## src/common/exec_params.svh

```systemverilog
`ifndef EXEC_PARAMS_SVH
`define EXEC_PARAMS_SVH

`define EXEC_VECT_RESET 32'hffffffc0
`define EXEC_INT_DELAY 4'd4
`define EXEC_TRAP_BASE 32'd3

`endif

```

## src/common/isa_pkg.sv

```systemverilog
`default_nettype none

package isa_pkg;

  typedef enum logic [3:0] {
    T_INH    = 4'h0,
    T_ALU    = 4'h1,
    T_CMP    = 4'h2,
    T_INT    = 4'h3,
    T_INTU   = 4'h4,
    T_LOAD   = 4'h5,
    T_STORE  = 4'h6,
    T_LDI    = 4'h7,
    T_MOV    = 4'h8,
    T_BRANCH = 4'h9,
    T_JUMP   = 4'ha
  } instr_type_t;

  typedef enum logic [2:0] {
    ALU_ADD = 3'h0,
    ALU_SUB = 3'h1,
    ALU_AND = 3'h2,
    ALU_OR  = 3'h3,
    ALU_XOR = 3'h4,
    ALU_SHL = 3'h5,
    ALU_SHR = 3'h6,
    ALU_ASR = 3'h7
  } alu_func_t;

  // bit 3 selects unsigned
  typedef enum logic [3:0] {
    INT_MUL  = 4'h0,
    INT_DIV  = 4'h1,
    INT_MOD  = 4'h2,
    INT_MULU = 4'h8,
    INT_DIVU = 4'h9,
    INT_MODU = 4'ha
  } int_func_t;

  typedef struct packed {
    logic ltu;
    logic lt;
    logic eq;
  } ccr_t;

endpackage

`default_nettype wire

```

## src/execute/exec_intcalc.sv

```systemverilog
`default_nettype none

module exec_intcalc (
  input  wire logic [31:0]        a_i,
  input  wire logic [31:0]        b_i,
  input  wire isa_pkg::int_func_t func_i,
  output logic [31:0]             out_o
);

  import isa_pkg::*;

  logic        div_zero;
  logic [31:0] prod;
  logic [31:0] squot, srem, uquot, urem;

  assign div_zero = (b_i == 32'h0);
  assign prod     = a_i * b_i; // low word is the same signed or not

  always_comb
  begin
    if (div_zero)
    begin
      squot = 32'hffffffff;
      uquot = 32'hffffffff;
      srem  = a_i;
      urem  = a_i;
    end
    else
    begin
      squot = $signed(a_i) / $signed(b_i);
      srem  = $signed(a_i) % $signed(b_i);
      uquot = a_i / b_i;
      urem  = a_i % b_i;
    end
  end

  always_comb
  begin
    case (func_i)
      INT_MUL, INT_MULU: out_o = prod;
      INT_DIV:           out_o = squot;
      INT_MOD:           out_o = srem;
      INT_DIVU:          out_o = uquot;
      INT_MODU:          out_o = urem;
      default:           out_o = 32'h0;
    endcase
  end

endmodule

`default_nettype wire

```

## config.mk

```make
export PLATFORM = sky130hd
export DESIGN_NAME = exec_intcalc
export DESIGN_NICKNAME = d
export VERILOG_FILES = /design/src/common/exec_params.svh /design/src/common/isa_pkg.sv /design/src/execute/exec_intcalc.sv
export SDC_FILE = /design/constraint.sdc
export NUM_CORES = 2
export LEC_CHECK = 0
export BUFFER_PORTS_ARGS = -buffer_cell sky130_fd_sc_hd__buf_2
export CAP_MARGIN = 20
export CELL_PAD_IN_SITES_DETAIL_PLACEMENT = 1
export CELL_PAD_IN_SITES_GLOBAL_PLACEMENT = 1
export CORE_MARGIN = 2
export CORE_UTILIZATION = 45
export DETAILED_ROUTE_END_ITERATION = 10
export PLACE_DENSITY_LB_ADDON = 0.1
export SETUP_SLACK_MARGIN = 0.05
export SLEW_MARGIN = 0
export SYNTH_ARGS = -nofsm -noshare
export SYNTH_HDL_FRONTEND = slang
export SYNTH_SLANG_ARGS = --single-unit
```

## constraint.sdc

```tcl
create_clock -name vclk -period 107.6
set_clock_uncertainty 0.05 [all_clocks]
set_input_delay 5.38 -clock vclk [all_inputs]
set_output_delay 5.38 -clock vclk [all_outputs]
set_load 0.01 [all_outputs]
```

==> metrics.txt <==
fin. max-slew vios=0; DIE AREA=0.182 mm^2; worst min path class=input pin to primary output; GRT overflow=0; top cells by area, synth=ha_1, fa_1, nand2_1; pin count of the biggest net entering global routing=63; Crit. Startpoint=b_i[1]; Layout area overhead=5.67%; slowest stage delay, CP=1030 ps; post-synthesis xor/xnor area fraction=0.0988; Initial Utilization=0.452; hold slack=about 11000 ps; sequential cell count=0; Place WS=-2700 ps; Worst Path Arrival=99090 ps; I/O pins=100; Max Cap Violations=0; vias in the first global route=96700; hpwl dp=around 350 mm; share of Yosys cell area claimed by the top area cell type=0.185; crit path launch type=input pin; post-route ant nets=0; Final WS setup=3080 ps; fin crit period=between 100000 and 150000 ps; # nets final=13200; most common cell in the netlist=nand2_1; count of cell types in the netlist=between 100 and 150; Mapped Avg Cell Area=6.90 um^2; clock buffers=0; CP most frequent cell=ha_1; Worst Setup EP=out_o[22]; Syn Std Cell Area=approximately 0.08 mm^2; die height=427 um; register area share after synthesis=0; initial antenna violation count=35; die width=427 um; layout cell share with drive strength beyond 1=0.0718; core area=0.178 mm^2; Synth Area in Simple Gates=0.248; number of port buffers=100; largest family of logic cells by synthesized area=adder cells; Final period util=0.971; WL final=441 mm; status=finished, final reports clean; Crit path max-delay family=compound AO/OA/AOI/OAI gates; initial drt markers=9411; Ys Warns=0; post-DR vias/cell=6.86; Synth Area in Compound Gates=0.282; global-route wire length before repair=641 mm; endpoints failing setup=0; adder-cell area share of the yosys netlist=0.287; Synth top cells by count=nand2_1, ha_1, nor2_1, a21oi_1, inv_1; routed len/inst=about 32 um; # rows=155; max_slew headroom=0.0872; via count=between 90000 and 100k; post-synthesis mux area share=0.0240; DRC viols=0; FF+latch area=0 um^2; Final GP Congestion=1.10; Buf+Inv Stages, Crit Path=24; Synth Instances=~12000; Worst Setup End Kind=primary output; syn_nets=13300; worst slew pin tran=1350 ps; area leader, netlist=ha_1; CP Max Fanout=44; required time worst endpoint=about 100000 ps; Max Clock Freq=between 9 and 10 MHz; count of final hold-check violations=0; critical path type=input pin to primary output; CP Depth=330; GRT Total Usage=0.467; slowest CP cell=nor3_1; drt pass-1 iters=6
[through the flow]
step                utilization  cells  setup TNS [ps]  cell area [um^2]
global placement          0.473  13900            -318             84300
finish                    0.477  13900               0             85000
detailed placement        0.474  13900          -48000             84300
floorplan                     -  11700               0             80400
CTS                       0.474  13900               0             84400
global route              0.477  13900           -71.2             85000
[logic make-up after synthesis]
family                     Yosys count
and+or+nand+nor                   4256
adders and majority gates         1599
AOI/OAI and AO/OA                 3433
xor gates and xnor gates           907
muxes                              180
buffers and inverters             1281
[timing repair]
action | in CTS | in global routing
gates resized for setup | 15 | 95
pin swaps | 0 | 6
gates cloned | 0 | 1
hold buffers | 0 | 0
setup buffers | 0 | 13
endpoints found under the setup margin | 31 | 32
[cell type report]
type / count / area (um^2)
tap: 2355 / 2950
antenna: 16 / 40.0
inverter: 819 / 3080
timing repair inverter: 1 / 5.00
timing repair buffer: 365 / 2520
multi-input combinational: 10400 / 76400
fill: 23100 / 93000
[per-layer routing]
metal / vias to the layer above / wire length, um / GRT usage
li1: 41700 / - / -
met1: 47200 / 170000 / 0.569
met2: 5090 / 187000 / 0.717
met3: 1665 / 42700 / 0.103
met4: 34 / 40700 / 0.353
met5: - / 330 / 0.00450
[layout by cell type, fill, tap and decap left out, types with 130 or more instances in the layout]
master / count
a21o_1: 340
a21oi_1: 892
a31oi_1: 168
and2_1: 148
buf_4: 254
fa_1: 410
ha_1: 1189
inv_1: 804
nand2_1: 1394
nand3_1: 256
nand4_1: 130
nor2_1: 1158
nor3_1: 359
o21a_1: 277
o21ai_0: 591
xnor2_1: 551
xor2_1: 338
[worst min-delay path by stage]
stage,slack (ps),depth (start not counted),startpoint,end
2_1_floorplan,11000,3,b_i[0],out_o[0]
3_3_place_gp,11400,4,a_i[1],out_o[1]
3_5_place_dp,11410,4,a_i[1],out_o[1]
4_1_cts,11410,4,a_i[1],out_o[1]
5_1_grt,11420,4,a_i[1],out_o[1]
6_report,11410,4,a_i[1],out_o[1]
