<file path="src/common/exec_params.svh">
`ifndef EXEC_PARAMS_SVH
`define EXEC_PARAMS_SVH

`define EXEC_VECT_RESET 32'hffffffc0
`define EXEC_INT_DELAY 4'd4
`define EXEC_TRAP_BASE 32'd3

`endif

</file>
<file path="src/common/isa_pkg.sv">
`default_nettype none

package isa_pkg;

  typedef enum logic [3:0] {
    T_INH    = 4'h0,
    T_ALU    = 4'h1,
    T_CMP    = 4'h2,
    T_INT    = 4'h3,
    T_INTU   = 4'h4,
    T_LOAD   = 4'h5,
    T_STORE  = 4'h6,
    T_LDI    = 4'h7,
    T_MOV    = 4'h8,
    T_BRANCH = 4'h9,
    T_JUMP   = 4'ha
  } instr_type_t;

  typedef enum logic [2:0] {
    ALU_ADD = 3'h0,
    ALU_SUB = 3'h1,
    ALU_AND = 3'h2,
    ALU_OR  = 3'h3,
    ALU_XOR = 3'h4,
    ALU_SHL = 3'h5,
    ALU_SHR = 3'h6,
    ALU_ASR = 3'h7
  } alu_func_t;

  // bit 3 selects unsigned
  typedef enum logic [3:0] {
    INT_MUL  = 4'h0,
    INT_DIV  = 4'h1,
    INT_MOD  = 4'h2,
    INT_MULU = 4'h8,
    INT_DIVU = 4'h9,
    INT_MODU = 4'ha
  } int_func_t;

  typedef struct packed {
    logic ltu;
    logic lt;
    logic eq;
  } ccr_t;

endpackage

`default_nettype wire

</file>
<file path="src/execute/exec_branch.sv">
`default_nettype none

module exec_branch (
  input  wire isa_pkg::instr_type_t type_i,
  input  wire logic [3:0]           op_i,
  input  wire logic                 size_i,
  input  wire logic [31:0]          ext_addr_i,
  input  wire logic [31:0]          target_i,
  input  wire isa_pkg::ccr_t        ccr_i,
  input  wire logic [31:0]          pc_i,
  output logic [31:0]               pc_o,
  output logic                      take_o
);

  import isa_pkg::*;

  logic cond;
  logic [31:0] dest;

  always_comb
  begin
    case (op_i)
      4'h0:    cond = 1'b1;                       // bra
      4'h1:    cond = ccr_i.eq;
      4'h2:    cond = ~ccr_i.eq;
      4'h3:    cond = ~(ccr_i.ltu | ccr_i.eq);    // gtu
      4'h4:    cond = ~(ccr_i.lt | ccr_i.eq);     // gt
      4'h5:    cond = ~ccr_i.lt;
      4'h6:    cond = ccr_i.lt | ccr_i.eq;
      4'h7:    cond = ccr_i.lt;
      4'h8:    cond = ~ccr_i.ltu;
      4'h9:    cond = ccr_i.ltu;
      4'ha:    cond = ccr_i.ltu | ccr_i.eq;       // leu
      default: cond = 1'b0;
    endcase
  end

  assign take_o = (type_i == T_JUMP) || ((type_i == T_BRANCH) && cond);
  assign dest   = (type_i == T_JUMP && size_i) ? ext_addr_i : target_i;
  assign pc_o   = take_o ? dest : pc_i;

endmodule

`default_nettype wire

</file>
<file path="config.mk">
export PLATFORM = sky130hd
export DESIGN_NAME = exec_branch
export DESIGN_NICKNAME = d
export VERILOG_FILES = /design/src/common/exec_params.svh /design/src/common/isa_pkg.sv /design/src/execute/exec_branch.sv
export SDC_FILE = /design/constraint.sdc
export NUM_CORES = 1
export LEC_CHECK = 0
export ABC_AREA = 1
export ABC_CLOCK_PERIOD_IN_PS = 2400
export BUFFER_PORTS_ARGS = -buffer_cell sky130_fd_sc_hd__buf_2
export CAP_MARGIN = 20
export CORE_AREA = 2 2 58 60
export DETAILED_ROUTE_END_ITERATION = 16
export DIE_AREA = 0 0 60 62
export PLACE_DENSITY = 0.86
export SLEW_MARGIN = 20
export SYNTH_ARGS = -nofsm -noshare
export SYNTH_HDL_FRONTEND = slang
export SYNTH_SLANG_ARGS = --single-unit
</file>
<file path="constraint.sdc">
create_clock -name vclk -period 2.4
set_input_delay 0.36 -clock vclk [all_inputs]
set_output_delay 0.36 -clock vclk [all_outputs]
set_load 0.02 [all_outputs]
</file>
==> results.yml <==
sta:
  hold_viol_final: 0
  fmax_ghz: 0.474
  finalSetupViolCount: 0
  rsz0062_at_grt: "no"
  finalCriticalPeriod_ps: 2110
  period_share: 0.879
  relSlewSlack: 0.627
  tightest_slew_ps: 559
  maxSlewViolCount: 0
  final.setup.tns_ps: 0
grt:
  grt_max_degree: 34
  grt_pass1_wl_mm: 5.99
  track_usage: 0.197
  antenna_found_initial: 0
  globalRouteOverflowTotal: 0
  grt_pass1_vias: 1490
floorplanning:
  rows: 21
  ioPinCount: 141
  start_util: 0.338
  core_region_area_sq_mm: 0.00318
  die_x_microns: 60
  fp.dieH_microns: 62
  die_area_sq_mm: 0.00372
layout:
  layout-drive-gt1-share: 0.410
  area_growth_pct: 66.5
  regArea_sq_um: 0
  n_sequential_cell: 0
  antennaDiodeCount: 0
  clock_buffers: 0
  stdcell_count: 424
  design_area_sq_mm: 0.00179
  nNetsFinal: 488
worst_hold_path:
  min_from: "pc_i[19]"
  hold_path_class: "input port to output pin"
placed_design:
  dp_hpwl_mm: 3.32
  gp_congestion: 0.849
  io_buffers: 141
  dp_cells: 424
  place_area_sq_mm: 0.00179
logic_synthesis:
  synth_area_per_cell_sq_um: 4.29
  synth_common_cells: "nand2_1, nand3_1, buf_2, clkbuf_1, inv_1"
  syn_inst: 250
  yosys.area.top_type: "nand2_1"
  ys_top_cells_by_area: "nand2_1, nand3_1, buf_2"
  synth_top_area_share: 0.514
  synth_nets: 358
  seq_area_frac_synth: 0
  yosysWarnings: 0
  yosysMostFrequentCell: "nand2_1"
  syn_area_sq_mm: 0.00107
  yosysUniqueCellTypes: 14
power:
  ir_drop_mv: 0.0909
  p_leak_uw: 0.00123
  swShare: 0.564
  internal_power_uw: 137
  p_clk_frac: 0
  switchingPower_uw: 177
  power_density_mw_per_mm2: 176
  combPwrFrac: 1.000
  p_seq_frac: 0
routing:
  drt-initial-drc-count: 72
  wl_mm: 4.20
  vias: 2009
  final_antenna_net_count: 0
  drc: 0
  vias_per_cell: 4.74
  wl_per_cell_microns: 9.90
  firstDrtPassIters: 6
setup_path:
  required_ps: 2040
  crit_arrival_ps: 1750
  endpoint_kind: "output pin"
  start_kind: "input port"
  crit_path_start: "type_i[2]"
  path_class: "input port to output pin"
  cp_max_fo: 33
run_status:
  status: "finished clean"
clocking:
  postCtsSetupRepairBufs: 0
  postCtsResizedCells: 0
  ctsHoldBuffers: 0
flow_run:
  drv_cap: 0
## routing by layer
layer  routed length [microns]  vias up  global-route usage
met2                      2200       98               0.410
met5                         0        -                   0
met3                       315        2              0.0104
met1                      1670      859               0.229
li1                          -     1050                   -
met4                        13        0             0.00635
## cells by family (layout without fill, tap and decap cells)
family,Yosys count,after routing,share of synthesized area
simple gates,220,220,0.868
buf+inv,28,156,0.119
compound gates,2,2,0.0128
## placed cells by master (no fill, tap or decap), drive strengths merged
master,instances
nor3,1
o21ai,1
nand2,149
buf,147
a21oi,1
nor2,3
nand3,67
inv,9
## worst max-delay path: stages
cell and delay [ps]:
buf_2 80, inv_1 30, nand2_1 100, nor3_4 60, inv_2 410, nand2_4 320, nand2_1 160, nand2_1 60
buf_2 160
## power by group through the flow
stage                     Combinational [uW]  Sequential, uW  Clock (uW)
final                                    314               0           0
after global routing                     351               0           0
after CTS                                315               0           0
after detailed placement                 314               0           0
after global placement                   309               0           0
after floorplan                          172               0           0
## path summary, 6_finish.rpt
path	depth (start not counted)	end	slack [ps]
hold / removal	4	pc_o[19]	1060
setup / recovery	9	pc_o[0]	290
## metrics by stage
step | setup WS (ps) | total power, uW | utilization | hold WS [ps]
2_1_floorplan | 719 | 172 | - | 911
3_3_place_gp | 325 | 309 | 0.562 | 1060
3_5_place_dp | 269 | 314 | 0.562 | 1060
4_1_cts | 267 | 315 | 0.562 | 1060
5_1_grt | 153 | 351 | 0.562 | 1090
6_report | 290 | 314 | 0.562 | 1060
## final cells by class
cell class / instances / area, sq um
Inverter: 9 / 33.8
Fill cell: 351 / 1390
Multi-Input combinational cell: 222 / 946
Tap cell: 46 / 57.6
Timing Repair Buffer: 147 / 751
Power figures use the tool's default switching activity.
